==> src/source/clockEnables.sv <==
`timescale 1ns/1ps

module clockEnables #(
	parameter int PixelDivide = 8
) (
	input logic CLK_48M,
	input logic nRESET,
	output logic clk24Toggle,
	output logic pixelCe
);

	// Counts 24 MHz phases inside one pixel
	localparam int HalfCount = PixelDivide / 2;
	localparam int CountWidth = $clog2(PixelDivide);

	logic [CountWidth-1:0] phaseCount;

	// 24 MHz phase, flips on every master clock
	always_ff @(posedge CLK_48M or negedge nRESET) begin
		if (!nRESET) begin
			clk24Toggle <= 1'b0;
		end else begin
			clk24Toggle <= ~clk24Toggle;
		end
	end

	// Divider only advances on the high 24 MHz phase
	// so a pixel spans HalfCount full 24 MHz periods
	always_ff @(posedge CLK_48M or negedge nRESET) begin
		if (!nRESET) begin
			phaseCount <= '0;
		end else if (clk24Toggle) begin
			if (phaseCount == CountWidth'(HalfCount - 1)) begin
				phaseCount <= '0;
			end else begin
				phaseCount <= phaseCount + 1'b1;
			end
		end
	end

	// High only in the cycle where the divider wraps
	// First pulse lands PixelDivide cycles after reset release
	assign pixelCe = clk24Toggle && (phaseCount == CountWidth'(HalfCount - 1));

endmodule

==> config.mk <==
export PLATFORM = sky130hd
export DESIGN_NAME = clockEnables
export DESIGN_NICKNAME = d
export VERILOG_FILES = /design/src/source/clockEnables.sv
export SDC_FILE = /design/constraint.sdc
export NUM_CORES = 1
export LEC_CHECK = 0
export BUFFER_PORTS_ARGS = -buffer_cell sky130_fd_sc_hd__buf_4
export CORE_AREA = 10 10 47 49
export CTS_BUF_LIST = sky130_fd_sc_hd__clkbuf_16
export DETAILED_ROUTE_END_ITERATION = 8
export DIE_AREA = 0 0 57 59
export GPL_ROUTABILITY_DRIVEN = 0
export SYNTH_ARGS = -nofsm -noshare
export SYNTH_HDL_FRONTEND = slang
export SYNTH_SLANG_ARGS = --single-unit
==> constraint.sdc <==
create_clock -name CLK_48M -period 1 [get_ports CLK_48M]
set_input_delay 0.2 -clock CLK_48M [delete_from_list [all_inputs] [get_ports CLK_48M]]
set_output_delay 0.2 -clock CLK_48M [all_outputs]
set_load 0.03 [all_outputs]
==> qor.csv <==
stage,metric,value,unit
run_status,outcome,"complete, but fails checks",
critical_path,reg2reg_from,phaseCount[0]$_DFFE_PN0P_,
yosys,synth_cells,14,
finish,nets,31,
power_and_ir_drop,p_leak,0.181,nW
drt,drt_iter0_drc,0,
yosys,synth_area_leaders,"dfrtp_1 58%, nor2b_4 7.9%, ha_1 7.2%, nand2b_1 7.2%, o2bb2ai_1 5.0%",
power_and_ir_drop,p_per_area,2120,nW/um2
timing,finalCritPeriodShare,136,%
critical_path,cp-end-kind,primary output,
drt,via_count,151,
critical_path,critical_path_class,reg2out,
critical_path,required,0.80,ns
critical_path,reg2reg_depth,4,
critical_path,regToRegSetupSlack,-0.01,ns
timing,setup_ws,-0.361,ns
grt,grt-ovfl-total,0,
cts,clk_pin_slew_worst_paths,0.03,ns
drt,drtAntennaViolNets,0,
drt,routed_wl,468,um
die,rows,14,
cts,cts-root-buf,clkbuf_16,
finish,antenna_cells,0,
yosys,synth_top_area_share,57.6,%
finish,drive_above_1_share,61.5,%
critical_path,crit_arrival,1.16,ns
min_path,min_path_type,in2async,
drt,drc_errors,0,
grt,grt_max_degree,6,
run_status,violations,setup timing,
critical_path,crit_path_start_kind,flop,
cts,clock_latency,0.22,ns
job,drv_cap,0,
grt,grt_usage,3.68,%
timing,worst_slew_pin_slew,0.146,ns
finish,layout.cells.non_filler,42,
yosys,synthesis.area,174,um2
cts,cts_htree_levels,1,
timing,setup_viol,3,
grt,grt_pass1_wl,772,um
power_and_ir_drop,ir_drop,0.000623,V
timing,rsz0062_at_grt,yes,
cts,cts_tree,done,
timing,drv_slew,0,
yosys,yosysTopAreaCell,dfrtp_1,
die,dieWidth,57,um
finish,area_growth,115,%
die,core_area,1400,um2
grt,antenna_found_initial,0,
cts,clock-sinks,4,
die,start_util,12.4,%
power_and_ir_drop,power,792,uW
die,die_y,59,um
timing,slew_headroom,90.2,%
yosys,seq_area_frac_synth,57.6,%
drt,drtPass1Iterations,1,
yosys,synth_cell_types,10,
yosys,synth_nets,17,
cts,cts_buffers,3,
critical_path,path_max_fanout,2,
timing,hold_viol,0,
critical_path,timing.rr.end,phaseCount[1]$_DFFE_PN0P_,
yosys,synth_seq_cells,4,
placement,hpwl,277,um
placement,io_buffer_count,3,
die,fp.dieArea,3360,um2
cts,cts_buffer_depth,2,
timing,period_needed,1.36,ns
placement,pre_cts_slack,-0.180,ns
die,io_pins,4,
yosys,syn_area_per_cell,12.4,um2
timing,clock_skew,0.000817,ns
grt,grt_pass1_vias,181,
drt,vias_per_cell,3.60,
drt,wire_per_inst,11.1,um
timing,fmax,735,MHz
placement,place_inst,37,
yosys,synth_warnings,0,
timing,fin_hold_ws,0.316,ns
[cell usage after synthesis, drive strengths merged]
library cell and number:
nor2b 1, o21ai 1, and2 1, nand2b 2
dfrtp 4, a21boi 1, nand2 1, o2bb2ai 1
ha 1, inv 1
[placed cells by master, fill, tap and decap left out, types with 2 or more instances in the layout]
cell       n
clkbuf_16  3
nand2b_1   2
buf_4      6
buf_6      2
dfrtp_1    4
[through the flow]
step / cell area, um2 / setup TNS (ns) / util, %
5_1_grt: 374 / -0.474 / 26.7
3_3_place_gp: 251 / -0.214 / 17.9
6_report: 374 / -0.375 / 26.7
4_1_cts: 350 / -0.367 / 25.0
3_5_place_dp: 251 / -0.239 / 17.9
2_1_floorplan: 179 / -0.0399 / -
[repair_timing]
item,4_1_cts,5_1_grt
hold endpoints to repair,4,0
pin swaps,4,0
hold buffers,1,0
buffers inserted,0,1
setup endpoints to repair,3,4
resized for setup,3,2
[where the power goes]
part	internal [mW]	switching, mW
combinational	0.00513	0.00373
clock	0.511	0.110
sequential	0.163	0
[layout make-up]
type | instances | area [um2]
Fill cell | 157 | 1030
Multi-Input combinational cell | 9 | 97.6
Clock buffer | 3 | 75.1
Inverter | 1 | 3.75
Timing Repair Buffer | 9 | 77.6
Tap cell | 16 | 20.0
Sequential cell | 4 | 100
[cells by family after synthesis]
logic type	count (synthesis)	share of synthesized area [%]
and+or+nand+nor	5	20.9
DFF	4	57.6
AOI/OAI and AO/OA	3	12.2
buffers and inverters	1	2.16
adders and majority gates	1	7.19
[worst max-delay path: stages (launching register included)]
cell     delay, ns
dfrtp_1       0.37
ha_2          0.19
nor2b_4       0.12
and2_4        0.13
buf_6         0.13
[flip-flops by register name (all words and copies together), names as in the netlist]
signal       cells
clk24Toggle      1
phaseCount       3
[routing by layer]
layer	global-route usage (%)	part of all wire [%]
met2	4.34	42
met1	2.63	38
met5	0	0
met4	6.04	7.7
met3	3.65	12
[worst max-delay path by stage]
stage,slack [ns],startpoint,endpoint
5_1_grt,-0.40,phaseCount[0]$_DFFE_PN0P_,pixelCe
2_1_floorplan,-0.04,phaseCount[1]$_DFFE_PN0P_,pixelCe
3_3_place_gp,-0.17,phaseCount[1]$_DFFE_PN0P_,pixelCe
4_1_cts,-0.37,phaseCount[0]$_DFFE_PN0P_,pixelCe
6_report,-0.36,phaseCount[0]$_DFFE_PN0P_,pixelCe
3_5_place_dp,-0.18,phaseCount[1]$_DFFE_PN0P_,pixelCe
Note: power is estimated with default switching activity, not from simulation.
