`src/source/neoVideoPkg.sv`:
```
package neoVideoPkg;

	// ==============================
	// Palette colour word
	// ==============================

	// Layout of one palette entry
	// Bit 15 dark
	// Bits 14..12 low bits of R, G, B
	// Bits 11..8 R nibble, 7..4 G nibble, 3..0 B nibble
	typedef logic [15:0] colorWord;

	// Bit positions inside colorWord
	localparam int darkBit = 15;
	localparam int redLowBit = 14;
	localparam int greenLowBit = 13;
	localparam int blueLowBit = 12;

	// ==============================
	// Channel types
	// ==============================

	// Nibble plus low bit plus repeated top bit
	typedef logic [5:0] channel6;

	// Final per channel output value
	typedef logic [7:0] channel8;

	// Full output pixel, red in the top byte
	typedef struct packed {
		channel8 red;
		channel8 green;
		channel8 blue;
	} rgbPixel;

	// ==============================
	// Pixel timing
	// ==============================

	// CLK_48M cycles per 6 MHz pixel
	localparam int pixelDivide = 8;

endpackage

```
`src/source/colorDecode.sv`:
```
`timescale 1ns/1ps

module colorDecode (
	input logic CLK_48M,
	input logic nRESET,
	input logic pixelCe,
	input neoVideoPkg::colorWord colorIn,
	input logic shadow,
	output neoVideoPkg::rgbPixel pixel
);

	logic dark;
	neoVideoPkg::channel8 redFull;
	neoVideoPkg::channel8 greenFull;
	neoVideoPkg::channel8 blueFull;
	neoVideoPkg::rgbPixel nextPixel;

	// ==============================
	// Per channel expansion
	// ==============================

	// Nibble, then low bit, then nibble top bit
	// Dark takes one step off, clamped at zero
	// 6 bit level is widened by repeating its bits 4 and 3
	function automatic neoVideoPkg::channel8 expandChannel(
		input logic [3:0] nibble,
		input logic lowBit,
		input logic darkIn
	);
		logic [6:0] wide;
		neoVideoPkg::channel6 level;
		wide = {1'b0, nibble, lowBit, nibble[3]} - {6'd0, darkIn};
		// Borrow out of bit 6 means the level went below zero
		level = wide[6] ? '0 : wide[5:0];
		return {level, level[4:3]};
	endfunction

	// Halves one channel when shadow is on
	function automatic neoVideoPkg::channel8 shadeChannel(
		input neoVideoPkg::channel8 value,
		input logic shadowIn
	);
		return shadowIn ? {1'b0, value[7:1]} : value;
	endfunction

	assign dark = colorIn[neoVideoPkg::darkBit];

	assign redFull = expandChannel(colorIn[11:8], colorIn[neoVideoPkg::redLowBit], dark);
	assign greenFull = expandChannel(colorIn[7:4], colorIn[neoVideoPkg::greenLowBit], dark);
	assign blueFull = expandChannel(colorIn[3:0], colorIn[neoVideoPkg::blueLowBit], dark);

	// Shadow applied last, after the dark step
	assign nextPixel.red = shadeChannel(redFull, shadow);
	assign nextPixel.green = shadeChannel(greenFull, shadow);
	assign nextPixel.blue = shadeChannel(blueFull, shadow);

	// ==============================
	// Output register
	// ==============================

	// One load per pixel, one pixel behind the palette lookup
	always_ff @(posedge CLK_48M or negedge nRESET) begin
		if (!nRESET) begin
			pixel <= '0;
		end else if (pixelCe) begin
			pixel <= nextPixel;
		end
	end

endmodule

```
`config.mk`:
```
export PLATFORM = sky130hd
export DESIGN_NAME = colorDecode
export DESIGN_NICKNAME = d
export VERILOG_FILES = /design/src/source/neoVideoPkg.sv /design/src/source/colorDecode.sv
export SDC_FILE = /design/constraint.sdc
export NUM_CORES = 1
export LEC_CHECK = 0
export ABC_AREA = 1
export BUFFER_PORTS_ARGS = -buffer_cell sky130_fd_sc_hd__buf_4
export CORE_UTILIZATION = 54
export DETAILED_ROUTE_END_ITERATION = 7
export PLACE_DENSITY_LB_ADDON = 0.08
export SLEW_MARGIN = 20
export SYNTH_ARGS = -nofsm -noshare
export SYNTH_HDL_FRONTEND = slang
export SYNTH_SLANG_ARGS = --single-unit
```
`constraint.sdc`:
```
create_clock -name CLK_48M -period 1.8 [get_ports CLK_48M]
set_clock_uncertainty 0.05 [all_clocks]
set_input_delay 0.18 -clock CLK_48M [delete_from_list [all_inputs] [get_ports CLK_48M]]
set_output_delay 0.18 -clock CLK_48M [all_outputs]
set_load 0.01 [all_outputs]
```
==> flow_metrics.py <==
metrics = {
    "status": {
        "status": "completed",
    },
    "final_layout": {
        "antenna_cells": 0,
        "drive_above_1_share_pct": 22.3,
        "post-route-util_pct": 70.8,
        "final_common_cell": "nand2_1",
        "regMostFlops": "pixel",
        "layout_common_cells": "nand2_1 (63), buf_4 (43), nand3_1 (40)",
        "multi_input_area_um2": 724,
        "largest_reg_flops": 21,
        "reg.largest.list": "pixel: 21 flops",
        "area.growth.synth_to_final_pct": 24.2,
        "regArea_um2": 526,
        "fill_cells": 225,
        "final_nets": 265,
    },
    "power_and_ir_drop": {
        "pwr-share-comb_pct": 31.5,
        "power_density_nw_per_um2": 661,
        "vdd_drop_max_uv": 495,
        "leakage_nw": 0.965,
        "netSwitchingFraction_pct": 31.8,
        "pwr-share-seq_pct": 48.8,
        "p_switching_mw": 0.365,
        "clkPwrFrac_pct": 19.7,
        "p_total_mw": 1.15,
        "p_int_mw": 0.784,
    },
    "clocking": {
        "cts_resized": 0,
        "htreeDepth": 1,
        "clock-sinks": 21,
        "cts_tree": "yes",
        "clk_latency_ns": 0.29,
        "cts_buffers": 3,
        "cts_setup_buffers": 0,
        "clock_path_buffers": 2,
        "path_clk_slew_ns": 0.12,
        "cts-hold-fix-buffers": 1,
        "cts_root_buf": "clkbuf_4",
    },
    "yosys": {
        "synthTopCellsByArea": "dfrtp_1 (38%), nand2_1 (17%), nand3_1 (14%)",
        "synth_nets": 223,
        "syn_area_per_cell_um2": 7.10,
        "synth-seq-area-share_pct": 37.6,
        "synth_top_area_share_pct": 37.6,
        "yosys.area.top_type": "dfrtp_1",
        "ys_ff_latch": 21,
        "synthesis.area_um2": 1400,
        "yosys_warnings": 0,
        "synth_cells": 197,
        "synth_cell_types": 22,
    },
    "detailed_routing": {
        "detail_route.wl_per_cell_um": 12.3,
        "ant_nets": 0,
        "drc": 0,
        "viasPerCell": 5.28,
        "vias": 1414,
        "routed_wl_um": 3290,
        "drtIter0Drc": 50,
        "firstDrtPassIters": 5,
    },
    "floorplan": {
        "io_pins": 44,
        "die_area_um2": 2800,
        "rows": 18,
        "start_util_pct": 57.0,
        "die-height_um": 52.9,
        "core_um2": 2450,
        "die_w_um": 52.9,
    },
    "worst_setup_path": {
        "crit_arrival_ns": 1.64,
        "crit_required_ns": 1.94,
        "critical_path_buf_inv_count": 4,
        "critical-path-top-delay-family": "simple AND/OR/NAND/NOR gates",
        "crit_top_cell": "inv_1",
        "slowest_stage": "ha_1",
        "start_kind": "input pin",
        "critPathMaxFanout": 7,
        "end_kind": "register",
        "crit_chain": "buf_4 > inv_1 > ha_1 > ha_1 > inv_1 > nor2_1 > nand3_2 > nand2_1 > inv_1 > nand2_1 > nand3_1",
        "slowest_delay_ns": 0.26,
        "crit_type": "input pin to register",
    },
    "sta": {
        "worstMarginPinSlew_ns": 0.403,
        "slew_headroom_pct": 73.1,
        "setup_viol_count_final": 0,
        "drv_slew": 0,
        "fin_ws_ns": 0.308,
        "rsz0062_at_grt": "false",
        "max_freq_mhz": 670,
        "hold_slack_ns": 0.0842,
        "period_minus_slack_ns": 1.49,
        "hold_violations": 0,
        "fin_crit_sh_pct": 82.9,
        "tns_ns": 0,
    },
    "grt": {
        "grt_pass1_vias": 1254,
        "grt_max_degree": 22,
        "grt_usage_pct": 25.6,
        "grt_pass1_wl_um": 5300,
        "grt_overflow_total": 0,
        "antenna_found_initial": 0,
    },
    "placed_design": {
        "numPortBuffers": 43,
        "place_ws_ns": 0.0250,
        "dpl.hpwl_um": 2510,
        "routabilityCongestion": 0.813,
    },
    "worst_hold_path": {
        "hp-class": "input pin to register",
    },
    "run": {
        "cap_violations": 0,
    },
}
==> power groups by stage <==
stage | clock, mW | combinational [mW] | sequential, mW
after global routing | 0.246 | 0.405 | 0.567
after floorplan | 0 | 0.164 | 0.595
after global placement | 0 | 0.352 | 0.567
after CTS | 0.230 | 0.365 | 0.561
after detailed placement | 0 | 0.362 | 0.571
final | 0.226 | 0.362 | 0.561
==> worst min-delay path, cell delays in order <==
cell,delay [ns]
buf_4,0.12
nand2_1,0.06
nand2_1,0.04
==> final timing paths <==
check / from / end / slack, ns / cells past startpoint
max: colorIn[3] / pixel[4]$_DFFE_PN0P_ / 0.31 / 11
min: pixelCe / pixel[1]$_DFFE_PN0P_ / 0.08 / 3
max reg2reg: pixel[14]$_DFFE_PN0P_ / pixel[14]$_DFFE_PN0P_ / 0.88 / 3
min reg2reg: pixel[23]$_DFFE_PN0P_ / pixel[23]$_DFFE_PN0P_ / 0.45 / 2
max in group asynchronous: nRESET / pixel[15]$_DFFE_PN0P_ / 1.23 / 2
min in group asynchronous: nRESET / pixel[6]$_DFFE_PN0P_ / 0.24 / 2
==> synth_stat cells <==
| cell | instances |
|---|---|
| buf_4 | 4 |
| nand3_1 | 40 |
| xor2_1 | 2 |
| inv_2 | 1 |
| or2_2 | 1 |
| inv_1 | 22 |
| a21oi_1 | 2 |
| buf_2 | 1 |
| nor2_8 | 1 |
| nand2_1 | 63 |
| nand3_2 | 2 |
| a21boi_1 | 1 |
| o21ai_0 | 4 |
| ha_1 | 6 |
| nor2_1 | 14 |
| nand3b_1 | 1 |
| dfrtp_1 | 21 |
| clkinv_2 | 1 |
| nand4_1 | 6 |
| o211ai_1 | 1 |
| buf_6 | 2 |
| nand2_2 | 1 |
==> metal layers <==
layer | share of wire (%) | vias to the layer above | global-route usage [%]
li1 | - | 726 | -
met1 | 44 | 634 | 32.3
met2 | 49 | 52 | 46.8
met3 | 5.9 | 2 | 2.87
met4 | 0.46 | 0 | 4.82
met5 | 0 | - | 0
==> logic make-up (layout without fill, tap and decap cells) <==
family	after synthesis	count (layout)	share of synthesized area [%]
simple gates	129	129	42.0
buf+inv	31	72	10.6
flops	21	21	37.6
compound gates	8	8	3.22
fa+ha+maj	6	6	5.37
xor+xnor	2	2	1.25
==> per-stage QoR <==
stage | instance area [um^2] | std cells
floorplan | 1400 | 197
global placement | 1700 | 263
detailed placement | 1700 | 263
CTS | 1740 | 268
global route | 1740 | 268
finish | 1740 | 268
==> cell type report <==
type / instances / area share [%]
inverter: 24 / 5.26
sequential: 21 / 30.2
tap: 30 / 2.16
timing repair buffer: 44 / 19.2
multi-input combinational: 145 / 41.7
clock buffer: 4 / 1.51
Note: power is estimated with default switching activity, not from simulation.
